File: config.mk
export PLATFORM = sky130hd
export DESIGN_NAME = cp0_top
export DESIGN_NICKNAME = d
export VERILOG_FILES = /design/src/hw/cp0_pkg.sv /design/src/hw/cp0_ctrl.sv /design/src/hw/cp0_exc_regs.sv /design/src/hw/cp0_timer.sv /design/src/hw/cp0_tlb_regs.sv /design/src/hw/tlb.sv /design/src/hw/cp0_top.sv
export SDC_FILE = /design/constraint.sdc
export NUM_CORES = 2
export LEC_CHECK = 0
export ABC_AREA = 0
export BUFFER_PORTS_ARGS = -buffer_cell sky130_fd_sc_hd__buf_2
export CAP_MARGIN = 0
export CELL_PAD_IN_SITES_DETAIL_PLACEMENT = 1
export CELL_PAD_IN_SITES_GLOBAL_PLACEMENT = 1
export CORE_ASPECT_RATIO = 1.25
export CORE_UTILIZATION = 40
export CTS_CLUSTER_SIZE = 10
export DETAILED_ROUTE_END_ITERATION = 7
export PLACE_DENSITY = 0.65
export SLEW_MARGIN = 20
export SYNTH_ARGS = -nofsm -noshare
export SYNTH_HDL_FRONTEND = slang
export SYNTH_HIERARCHICAL = 1
export SYNTH_SLANG_ARGS = --single-unit
File: constraint.sdc
create_clock -name clk -period 8.34 [get_ports clk]
set_input_delay 0.417 -clock clk [delete_from_list [all_inputs] [get_ports clk]]
set_output_delay 0.417 -clock clk [all_outputs]
set_load 0.1 [all_outputs]
File: src/hw/cp0_pkg.sv
`default_nettype none

package cp0_pkg;

    typedef logic [31:0] word_t;
    typedef logic [18:0] vpn2_t;
    typedef logic [19:0] pfn_t;
    typedef logic [7:0]  asid_t;
    typedef logic [7:0]  cp0_addr_t;   // {rd, sel}
    typedef logic [4:0]  exc_code_t;

    localparam cp0_addr_t INDEX_ADDR    = 8'h00;   // rd 0
    localparam cp0_addr_t ENTRYLO0_ADDR = 8'h10;   // rd 2
    localparam cp0_addr_t ENTRYLO1_ADDR = 8'h18;   // rd 3
    localparam cp0_addr_t BADVADDR_ADDR = 8'h40;   // rd 8
    localparam cp0_addr_t COUNT_ADDR    = 8'h48;   // rd 9
    localparam cp0_addr_t ENTRYHI_ADDR  = 8'h50;   // rd 10
    localparam cp0_addr_t COMPARE_ADDR  = 8'h58;   // rd 11
    localparam cp0_addr_t STATUS_ADDR   = 8'h60;   // rd 12
    localparam cp0_addr_t CAUSE_ADDR    = 8'h68;   // rd 13
    localparam cp0_addr_t EPC_ADDR      = 8'h70;   // rd 14

    localparam exc_code_t EXC_INT  = 5'h00;
    localparam exc_code_t EXC_MOD  = 5'h01;
    localparam exc_code_t EXC_TLBL = 5'h02;
    localparam exc_code_t EXC_TLBS = 5'h03;
    localparam exc_code_t EXC_ADEL = 5'h04;
    localparam exc_code_t EXC_ADES = 5'h05;
    localparam exc_code_t EXC_SYS  = 5'h08;

    typedef enum logic [2:0] {
        OP_NONE,
        OP_MTC0,
        OP_ERET,
        OP_TLBR,
        OP_TLBWI,
        OP_TLBP
    } commit_op_t;

    typedef struct packed {
        logic       valid;
        commit_op_t op;
        cp0_addr_t  addr;
        word_t      wdata;
        logic       ex;         // Exception taken
        exc_code_t  exc_code;
        logic       bd;         // In delay slot
        word_t      pc;
        word_t      bad_addr;   // Faulting data address
    } commit_t;

    // One mtc0 write enable per register
    typedef struct packed {
        logic status;
        logic cause;
        logic epc;
        logic badvaddr;
        logic count;
        logic compare;
        logic entryhi;
        logic entrylo0;
        logic entrylo1;
        logic index;
    } reg_we_t;

    // Same bit order as the EntryLo register
    typedef struct packed {
        pfn_t       pfn;
        logic [2:0] c;
        logic       d;
        logic       v;
        logic       g;
    } entrylo_t;

    typedef struct packed {
        vpn2_t    vpn2;
        asid_t    asid;
        logic     g;
        entrylo_t lo0;
        entrylo_t lo1;
    } tlb_entry_t;

    typedef struct packed {
        word_t vaddr;
        asid_t asid;
    } xlate_req_t;

    typedef struct packed {
        logic hit;
        pfn_t pfn;
        logic v;
        logic d;
    } xlate_rsp_t;

endpackage

`default_nettype wire

File: src/hw/cp0_ctrl.sv
`timescale 1ns/10ps
`default_nettype none

module cp0_ctrl (
    input  wire                   clk,
    input  wire                   reset,
    input  wire cp0_pkg::commit_t commit,
    input  wire [7:0]             ip,
    output cp0_pkg::reg_we_t      reg_we,
    output logic                  exc_take,
    output logic                  first_exc,
    output logic                  tlbr_go,
    output logic                  tlbwi_go,
    output logic                  tlbp_go,
    output logic                  ex_flush,
    output logic                  eret_flush,
    output logic                  int_pending,
    output cp0_pkg::word_t        status
);
    import cp0_pkg::*;

    logic       normal;
    logic       mtc0_go;
    logic [7:0] im;
    logic       exl;
    logic       ie;

    assign exc_take  = commit.valid && commit.ex;   // Op ignored when ex is set
    assign normal    = commit.valid && !commit.ex;
    assign mtc0_go   = normal && (commit.op == OP_MTC0);
    assign tlbr_go   = normal && (commit.op == OP_TLBR);
    assign tlbwi_go  = normal && (commit.op == OP_TLBWI);
    assign tlbp_go   = normal && (commit.op == OP_TLBP);
    assign first_exc = exc_take && !exl;

    assign ex_flush   = exc_take;
    assign eret_flush = normal && (commit.op == OP_ERET);

    always_comb begin
        reg_we          = '0;
        reg_we.status   = mtc0_go && (commit.addr == STATUS_ADDR);
        reg_we.cause    = mtc0_go && (commit.addr == CAUSE_ADDR);
        reg_we.epc      = mtc0_go && (commit.addr == EPC_ADDR);
        reg_we.badvaddr = mtc0_go && (commit.addr == BADVADDR_ADDR);
        reg_we.count    = mtc0_go && (commit.addr == COUNT_ADDR);
        reg_we.compare  = mtc0_go && (commit.addr == COMPARE_ADDR);
        reg_we.entryhi  = mtc0_go && (commit.addr == ENTRYHI_ADDR);
        reg_we.entrylo0 = mtc0_go && (commit.addr == ENTRYLO0_ADDR);
        reg_we.entrylo1 = mtc0_go && (commit.addr == ENTRYLO1_ADDR);
        reg_we.index    = mtc0_go && (commit.addr == INDEX_ADDR);
    end

    always_ff @(posedge clk) begin
        if (reset) begin
            im  <= '0;
            exl <= 1'b0;
            ie  <= 1'b0;
        end else begin
            if (exc_take)
                exl <= 1'b1;
            else if (eret_flush)
                exl <= 1'b0;
            else if (reg_we.status)
                exl <= commit.wdata[1];
            if (reg_we.status) begin
                im <= commit.wdata[15:8];
                ie <= commit.wdata[0];
            end
        end
    end

    // Bev at bit 22 always reads 1
    assign status = {9'b0, 1'b1, 6'b0, im, 6'b0, exl, ie};

    assign int_pending = ie && !exl && |(ip & im);

    // A commit carries at most one TLB effect and none alongside an exception
    a_excl_strobes: assert property (@(posedge clk) disable iff (reset)
        $onehot0({exc_take, tlbr_go, tlbwi_go, tlbp_go}));

endmodule

`default_nettype wire

File: src/hw/cp0_exc_regs.sv
`timescale 1ns/10ps
`default_nettype none

module cp0_exc_regs (
    input  wire                   clk,
    input  wire                   reset,
    input  wire cp0_pkg::commit_t commit,
    input  wire cp0_pkg::reg_we_t reg_we,
    input  wire                   exc_take,
    input  wire                   first_exc,
    input  wire                   ti,
    input  wire [4:0]             ext_int,
    output cp0_pkg::word_t        cause,
    output cp0_pkg::word_t        epc,
    output cp0_pkg::word_t        badvaddr,
    output logic [7:0]            ip
);
    import cp0_pkg::*;

    logic      bd;
    logic [1:0] ip_sw;   // Software interrupts
    exc_code_t exc_code;

    assign ip    = {ti, ext_int, ip_sw};
    assign cause = {bd, ti, 14'b0, ip, 1'b0, exc_code, 2'b0};

    always_ff @(posedge clk) begin
        if (reset) begin
            bd       <= 1'b0;
            ip_sw    <= '0;
            exc_code <= '0;
        end else begin
            if (first_exc)
                bd <= commit.bd;   // Nested exceptions keep the first BD
            if (exc_take)
                exc_code <= commit.exc_code;
            if (reg_we.cause)
                ip_sw <= commit.wdata[9:8];
        end
    end

    // EPC points at the branch when the faulting instruction is in its slot
    always_ff @(posedge clk) begin
        if (first_exc)
            epc <= commit.bd ? commit.pc - 32'd4 : commit.pc;
        else if (reg_we.epc)
            epc <= commit.wdata;
    end

    always_ff @(posedge clk) begin
        if (exc_take) begin
            case (commit.exc_code)
                EXC_ADES, EXC_TLBL, EXC_TLBS, EXC_MOD:
                    badvaddr <= commit.bad_addr;
                EXC_ADEL:
                    badvaddr <= (|commit.pc[1:0]) ? commit.pc : commit.bad_addr;
                default: ;
            endcase
        end
    end

endmodule

`default_nettype wire

File: src/hw/cp0_timer.sv
`timescale 1ns/10ps
`default_nettype none

module cp0_timer (
    input  wire                   clk,
    input  wire                   reset,
    input  wire cp0_pkg::commit_t commit,
    input  wire cp0_pkg::reg_we_t reg_we,
    output cp0_pkg::word_t        count,
    output cp0_pkg::word_t        compare,
    output logic                  ti
);
    import cp0_pkg::*;

    logic tick;   // Half-rate phase

    always_ff @(posedge clk) begin
        if (reset) begin
            tick    <= 1'b0;
            count   <= '0;
            compare <= '1;
            ti      <= 1'b0;
        end else begin
            if (reg_we.count) begin
                tick  <= 1'b0;
                count <= commit.wdata;
            end else begin
                tick <= !tick;
                if (tick)
                    count <= count + 32'd1;
            end
            if (reg_we.compare) begin
                compare <= commit.wdata;
                ti      <= 1'b0;   // Write acknowledges the interrupt
            end else if (count == compare) begin
                ti <= 1'b1;
            end
        end
    end

    a_ti_ack: assert property (@(posedge clk) disable iff (reset)
        reg_we.compare |=> !ti);

endmodule

`default_nettype wire

File: src/hw/cp0_tlb_regs.sv
`timescale 1ns/10ps
`default_nettype none

module cp0_tlb_regs #(
    parameter int TLB_ENTRIES = 16
) (
    input  wire                                 clk,
    input  wire                                 reset,
    input  wire cp0_pkg::commit_t               commit,
    input  wire cp0_pkg::reg_we_t               reg_we,
    input  wire                                 exc_take,
    input  wire                                 tlbr_go,
    input  wire                                 tlbp_go,
    input  wire cp0_pkg::tlb_entry_t            rd_entry,
    input  wire                                 probe_hit,
    input  wire [$clog2(TLB_ENTRIES)-1:0]       probe_index,
    output cp0_pkg::word_t                      entryhi,
    output cp0_pkg::word_t                      entrylo0,
    output cp0_pkg::word_t                      entrylo1,
    output cp0_pkg::word_t                      index,
    output cp0_pkg::tlb_entry_t                 wr_entry,
    output logic [$clog2(TLB_ENTRIES)-1:0]      sel_index
);
    import cp0_pkg::*;

    localparam int IDX_W = $clog2(TLB_ENTRIES);

    vpn2_t            vpn2;
    asid_t            asid;
    entrylo_t         lo0;
    entrylo_t         lo1;
    logic             idx_p;   // Probe failure
    logic [IDX_W-1:0] idx;
    logic             tlb_exc;

    assign tlb_exc = exc_take && (commit.exc_code == EXC_TLBL ||
                                  commit.exc_code == EXC_TLBS ||
                                  commit.exc_code == EXC_MOD);

    always_ff @(posedge clk) begin
        if (reset) begin
            vpn2  <= '0;
            asid  <= '0;
            lo0   <= '0;
            lo1   <= '0;
            idx_p <= 1'b0;
            idx   <= '0;
        end else begin
            if (tlbr_go) begin
                vpn2 <= rd_entry.vpn2;
                asid <= rd_entry.asid;
                lo0  <= {rd_entry.lo0[25:1], rd_entry.g};   // G comes from the entry
                lo1  <= {rd_entry.lo1[25:1], rd_entry.g};
            end else if (tlb_exc) begin
                vpn2 <= commit.bad_addr[31:13];
            end else if (reg_we.entryhi) begin
                vpn2 <= commit.wdata[31:13];
                asid <= commit.wdata[7:0];
            end
            if (reg_we.entrylo0)
                lo0 <= entrylo_t'(commit.wdata[25:0]);
            if (reg_we.entrylo1)
                lo1 <= entrylo_t'(commit.wdata[25:0]);
            if (tlbp_go) begin
                idx_p <= !probe_hit;
                if (probe_hit)
                    idx <= probe_index;   // Index kept on a miss
            end else if (reg_we.index) begin
                idx <= commit.wdata[IDX_W-1:0];
            end
        end
    end

    assign entryhi  = {vpn2, 5'b0, asid};
    assign entrylo0 = {6'b0, lo0};
    assign entrylo1 = {6'b0, lo1};
    assign index    = {idx_p, {(31 - IDX_W){1'b0}}, idx};

    always_comb begin
        wr_entry      = '0;
        wr_entry.vpn2 = vpn2;
        wr_entry.asid = asid;
        wr_entry.g    = lo0.g && lo1.g;
        wr_entry.lo0  = lo0;
        wr_entry.lo1  = lo1;
    end

    assign sel_index = idx;

endmodule

`default_nettype wire

File: src/hw/tlb.sv
`timescale 1ns/10ps
`default_nettype none

module tlb #(
    parameter int TLB_ENTRIES = 16
) (
    input  wire                                 clk,
    input  wire                                 reset,
    input  wire                                 wr_en,
    input  wire [$clog2(TLB_ENTRIES)-1:0]       sel_index,
    input  wire cp0_pkg::tlb_entry_t            wr_entry,
    input  wire cp0_pkg::vpn2_t                 probe_vpn2,
    input  wire cp0_pkg::asid_t                 probe_asid,
    input  wire cp0_pkg::xlate_req_t            xlate_req,
    output cp0_pkg::tlb_entry_t                 rd_entry,
    output logic                                probe_hit,
    output logic [$clog2(TLB_ENTRIES)-1:0]      probe_index,
    output cp0_pkg::xlate_rsp_t                 xlate_rsp
);
    import cp0_pkg::*;

    localparam int IDX_W = $clog2(TLB_ENTRIES);

    tlb_entry_t             entries [TLB_ENTRIES];
    logic [TLB_ENTRIES-1:0] used;          // Written since reset
    logic [TLB_ENTRIES-1:0] probe_match;
    logic [TLB_ENTRIES-1:0] xlate_match;
    entrylo_t               page;

    function automatic logic entry_match(tlb_entry_t e, vpn2_t vpn2, asid_t asid);
        return (e.vpn2 == vpn2) && (e.g || e.asid == asid);
    endfunction

    always_ff @(posedge clk) begin
        if (reset) begin
            used <= '0;
        end else if (wr_en) begin
            used[sel_index] <= 1'b1;
        end
    end

    always_ff @(posedge clk) begin
        if (wr_en)
            entries[sel_index] <= wr_entry;
    end

    assign rd_entry = entries[sel_index];

    always_comb begin
        for (int i = 0; i < TLB_ENTRIES; i++) begin
            probe_match[i] = used[i] && entry_match(entries[i], probe_vpn2, probe_asid);
            xlate_match[i] = used[i] &&
                             entry_match(entries[i], xlate_req.vaddr[31:13], xlate_req.asid);
        end
    end

    // Tlbp search on the staged EntryHi
    always_comb begin
        probe_index = '0;
        for (int i = 0; i < TLB_ENTRIES; i++) begin
            if (probe_match[i])
                probe_index = IDX_W'(i);
        end
    end

    assign probe_hit = |probe_match;

    // Memory stage lookup where bit 12 picks the odd page
    always_comb begin
        page = '0;
        for (int i = 0; i < TLB_ENTRIES; i++) begin
            if (xlate_match[i])
                page = xlate_req.vaddr[12] ? entries[i].lo1 : entries[i].lo0;
        end
        xlate_rsp     = '0;
        xlate_rsp.hit = |xlate_match;
        xlate_rsp.pfn = page.pfn;
        xlate_rsp.v   = page.v;
        xlate_rsp.d   = page.d;
    end

    a_probe_unique: assert property (@(posedge clk) disable iff (reset)
        $onehot0(probe_match));

endmodule

`default_nettype wire

File: src/hw/cp0_top.sv
`timescale 1ns/10ps
`default_nettype none

module cp0_top #(
    parameter int TLB_ENTRIES = 16
) (
    input  wire                      clk,
    input  wire                      reset,
    input  wire cp0_pkg::commit_t    commit,
    input  wire [4:0]                ext_int,
    input  wire cp0_pkg::cp0_addr_t  rd_addr,
    input  wire cp0_pkg::xlate_req_t xlate_req,
    output cp0_pkg::word_t           rd_data,
    output cp0_pkg::xlate_rsp_t      xlate_rsp,
    output logic                     ex_flush,
    output logic                     eret_flush,
    output cp0_pkg::word_t           epc,
    output logic                     int_pending
);
    import cp0_pkg::*;

    localparam int IDX_W = $clog2(TLB_ENTRIES);

    reg_we_t          reg_we;
    logic             exc_take;
    logic             first_exc;
    logic             tlbr_go;
    logic             tlbwi_go;
    logic             tlbp_go;
    logic [7:0]       ip;
    logic             ti;
    word_t            status;
    word_t            cause;
    word_t            badvaddr;
    word_t            count;
    word_t            compare;
    word_t            entryhi;
    word_t            entrylo0;
    word_t            entrylo1;
    word_t            index;
    tlb_entry_t       rd_entry;
    tlb_entry_t       wr_entry;
    logic             probe_hit;
    logic [IDX_W-1:0] probe_index;
    logic [IDX_W-1:0] sel_index;

    cp0_ctrl u_ctrl (
        .clk, .reset, .commit, .ip, .reg_we, .exc_take, .first_exc,
        .tlbr_go, .tlbwi_go, .tlbp_go, .ex_flush, .eret_flush, .int_pending, .status
    );

    cp0_exc_regs u_exc_regs (
        .clk, .reset, .commit, .reg_we, .exc_take, .first_exc, .ti, .ext_int,
        .cause, .epc, .badvaddr, .ip
    );

    cp0_timer u_timer (
        .clk, .reset, .commit, .reg_we, .count, .compare, .ti
    );

    cp0_tlb_regs #(.TLB_ENTRIES(TLB_ENTRIES)) u_tlb_regs (
        .clk, .reset, .commit, .reg_we, .exc_take, .tlbr_go, .tlbp_go, .rd_entry,
        .probe_hit, .probe_index, .entryhi, .entrylo0, .entrylo1, .index,
        .wr_entry, .sel_index
    );

    tlb #(.TLB_ENTRIES(TLB_ENTRIES)) u_tlb (
        .clk,
        .reset,
        .wr_en      (tlbwi_go),
        .sel_index,
        .wr_entry,
        .probe_vpn2 (entryhi[31:13]),
        .probe_asid (entryhi[7:0]),
        .xlate_req,
        .rd_entry,
        .probe_hit,
        .probe_index,
        .xlate_rsp
    );

    // Mfc0 read port
    always_comb begin
        case (rd_addr)
            STATUS_ADDR:   rd_data = status;
            CAUSE_ADDR:    rd_data = cause;
            EPC_ADDR:      rd_data = epc;
            BADVADDR_ADDR: rd_data = badvaddr;
            COUNT_ADDR:    rd_data = count;
            COMPARE_ADDR:  rd_data = compare;
            ENTRYHI_ADDR:  rd_data = entryhi;
            ENTRYLO0_ADDR: rd_data = entrylo0;
            ENTRYLO1_ADDR: rd_data = entrylo1;
            INDEX_ADDR:    rd_data = index;
            default:       rd_data = '0;   // Unimplemented
        endcase
    end

endmodule

`default_nettype wire

==> impl_metrics.env <==
export IMPL_instances_no_fill=8759
export IMPL_worstSetupStartpointType="register"
export IMPL_ff2ff_setup_slack_ns=3.02
export IMPL_cts_htree_levels=4
export IMPL_syn_inst=5819
export IMPL_period_needed_ns=6.58
export IMPL_power_leakage_uw=0.0306
export IMPL_nNetsFinal=6098
export IMPL_outcome="complete, no violations"
export IMPL_worst_skew_pair_late_latency_ns=0.85
export IMPL_initial_core_util=0.404
export IMPL_coreArea_um2=199000
export IMPL_reg2regPathDepth=12
export IMPL_powerDensity_nw_per_um2=181
export IMPL_syn_area_um2=80600
export IMPL_wl_um=321000
export IMPL_min_path_cells=3
export IMPL_timing_rr_start="u_tlb_regs/vpn2[11]"
export IMPL_root_buffer="clkbuf_16"
export IMPL_grt_pass1_wl_um=444000
export IMPL_grt_max_degree=134
export IMPL_clock_skew_ns=0.0717
export IMPL_io_pins=260
export IMPL_ys_warn_count=6
export IMPL_cts_sinks=1496
export IMPL_hold_class="input pin to register"
export IMPL_place_congestion=0.958
export IMPL_io_buffers=247
export IMPL_critical_path_buf_inv_count=3
export IMPL_drive_gt1_frac=0.216
export IMPL_cpMostUsedCell="buf_4"
export IMPL_crit_fanout=23
export IMPL_max_freq_mhz=152
export IMPL_drc=0
export IMPL_max_cap_violations=0
export IMPL_clk_pin_slew_ns=0.06
export IMPL_hp_start="commit[90]"
export IMPL_ant_nets=0
export IMPL_grt_pass1_vias=56800
export IMPL_wl_per_cell_um=36.6
export IMPL_slowest_stage="a31oi_1"
export IMPL_regToRegEndpoint="u_tlb_regs/sel_index[0]"
export IMPL_cts_path_max_buffers=3
export IMPL_area_growth_pct=11.3
export IMPL_crit_type="register to output pin"
export IMPL_dpl_hpwl_um=215000
export IMPL_period_share=0.789
export IMPL_syn_area_per_cell_um2=13.8
export IMPL_numCtsBuffers=173
export IMPL_drt_iter0_drc=6106
export IMPL_crit_path_end_kind="output pin"
export IMPL_rsz0062_at_grt="no"
export IMPL_slew_violations=0
export IMPL_path_cells="xor2_1 -> nor4_1 -> nand3_1 -> or3_1 -> buf_4 -> nand2_2 -> buf_4 -> a221oi_2 -> a2111oi_1 -> o31ai_1 -> a31oi_1 -> buf_2"
export IMPL_setup_viol=0
export IMPL_post_cts_buffers=0
export IMPL_final_hold_violation_count=0
export IMPL_dieArea_um2=203000
export IMPL_hold_end="u_timer/count[19]"
export IMPL_cp_required_ns=7.92
export IMPL_setup_tns_ns=0
export IMPL_die_h_um=504
export IMPL_cts_tree="built"
export IMPL_die_width_um=403
export IMPL_cp_arrival_ns=6.16
export IMPL_via_per_inst=6.37
export IMPL_slowest_delay_ns=0.75
export IMPL_slew_headroom=0.138
export IMPL_cpLargestDelayFamily="simple AND/OR/NAND/NOR gates"
export IMPL_drt_pass1_iterations=8
export IMPL_grt_overflow_total=0
export IMPL_vias=55800
export IMPL_ir_worst_vdd_uv=206
export IMPL_grt_usage=0.309
export IMPL_antenna_found_initial=25
export IMPL_cts_resized=0
export IMPL_worstMarginPinSlew_ns=1.28
export IMPL_rows=183
export IMPL_place_inst=8336
==> registers in the layout, summed over array words and instances (netlist names) <==
name                  cells
u_tlb_regs/asid           8
u_tlb_regs/vpn2          19
u_tlb_regs/entrylo0      26
u_exc_regs/badvaddr      32
u_tlb_regs/entrylo1      26
u_tlb_regs/sel_index      4
u_timer/ti                1
u_ctrl/im                 8
u_ctrl/ie                 1
u_tlb/entries          1248
u_exc_regs/ip_sw          2
u_exc_regs/bd             1
u_ctrl/exl                1
u_tlb_regs/idx_p          1
u_timer/compare          32
u_exc_regs/epc           32
u_tlb/used               16
u_timer/count            32
u_timer/tick              1
u_exc_regs/exc_code       5
==> power breakdown <==
group | switching (uW) | leakage [uW] | internal, uW
clock network | 3240 | 0.00249 | 4000
registers | 51.7 | 0.0142 | 8090
logic | 599 | 0.0139 | 283
==> placed cells by master (no fill, tap or decap), drive strengths merged, types with 36 or more instances in the layout <==
cell and n:
a2111oi 63, a211o 61, a21oi 218, a221oi 57, a22oi 59, buf 392
clkbuf 288, conb 83, dfxtp 184, dlygate4sd3 93, edfxtp 1312, mux2 125
mux2i 340, mux4 390, nand2 99, nand3 55, nand4 88, nor2 305
nor2b 85, nor3 36, nor4 201, o21ai 83, o22ai 46, xnor2 282
xor2 669
==> metrics by stage <==
| stage | hold WS, ns | util | instance area, um2 | total power (uW) | setup slack (ns) |
|---|---|---|---|---|---|
| 2_1_floorplan | 0.445 | - | 80900 | 8830 | 0.394 |
| 3_3_place_gp | 0.455 | 0.418 | 83400 | 9110 | 2.26 |
| 3_5_place_dp | 0.467 | 0.418 | 83400 | 9120 | 2.22 |
| 4_1_cts | 0.000342 | 0.449 | 89600 | 16300 | 1.83 |
| 5_1_grt | 0.0285 | 0.450 | 89700 | 16600 | 1.73 |
| 6_report | 0.0607 | 0.450 | 89700 | 16300 | 1.76 |
==> layout make-up <==
type | count | area [um2]
Antenna cell | 14 | 35.0
Clock buffer | 288 | 4830
Clock inverter | 24 | 392
Fill cell | 20000 | 110000
Inverter | 25 | 95.1
Multi-Input combinational cell | 3745 | 34400
Sequential cell | 1496 | 43100
Tap cell | 2682 | 3360
Timing Repair Buffer | 485 | 3450
==> worst register-to-register path: cells and delay by family (launching register included) <==
| family | cells | cell delay [ns] |
|---|---|---|
| compound gates | 6 | 2.14 |
| simple gates | 3 | 1.44 |
| flops | 1 | 0.74 |
| buf+inv | 1 | 0.48 |
| mux | 1 | 0.26 |
| xor+xnor | 1 | 0.14 |
==> worst max path at each step <==
stage / from / to / slack [ns] / cells past startpoint
finish: u_tlb/entries[3][76] / xlate_rsp[15] / 1.76 / 12
detailed placement: xlate_req[27] / xlate_rsp[15] / 2.22 / 13
floorplan: u_tlb_regs/sel_index[0] / u_tlb/entries[1][10] / 0.39 / 7
global route: u_tlb/entries[3][76] / xlate_rsp[15] / 1.73 / 12
global placement: xlate_req[27] / xlate_rsp[13] / 2.26 / 12
CTS: u_tlb/entries[3][76] / xlate_rsp[15] / 1.83 / 12
==> timing repair <==
item	CTS	global route
hold endpoints to repair	89	0
hold buffers	93	0
endpoints found under the setup margin	0	0
==> per-layer routing <==
metal | track usage | wire length (um)
met1 | 0.392 | 123000
met2 | 0.498 | 151000
met3 | 0.0528 | 25400
met4 | 0.181 | 21100
met5 | 0 | 59
Note: power is estimated with default switching activity, not from simulation.
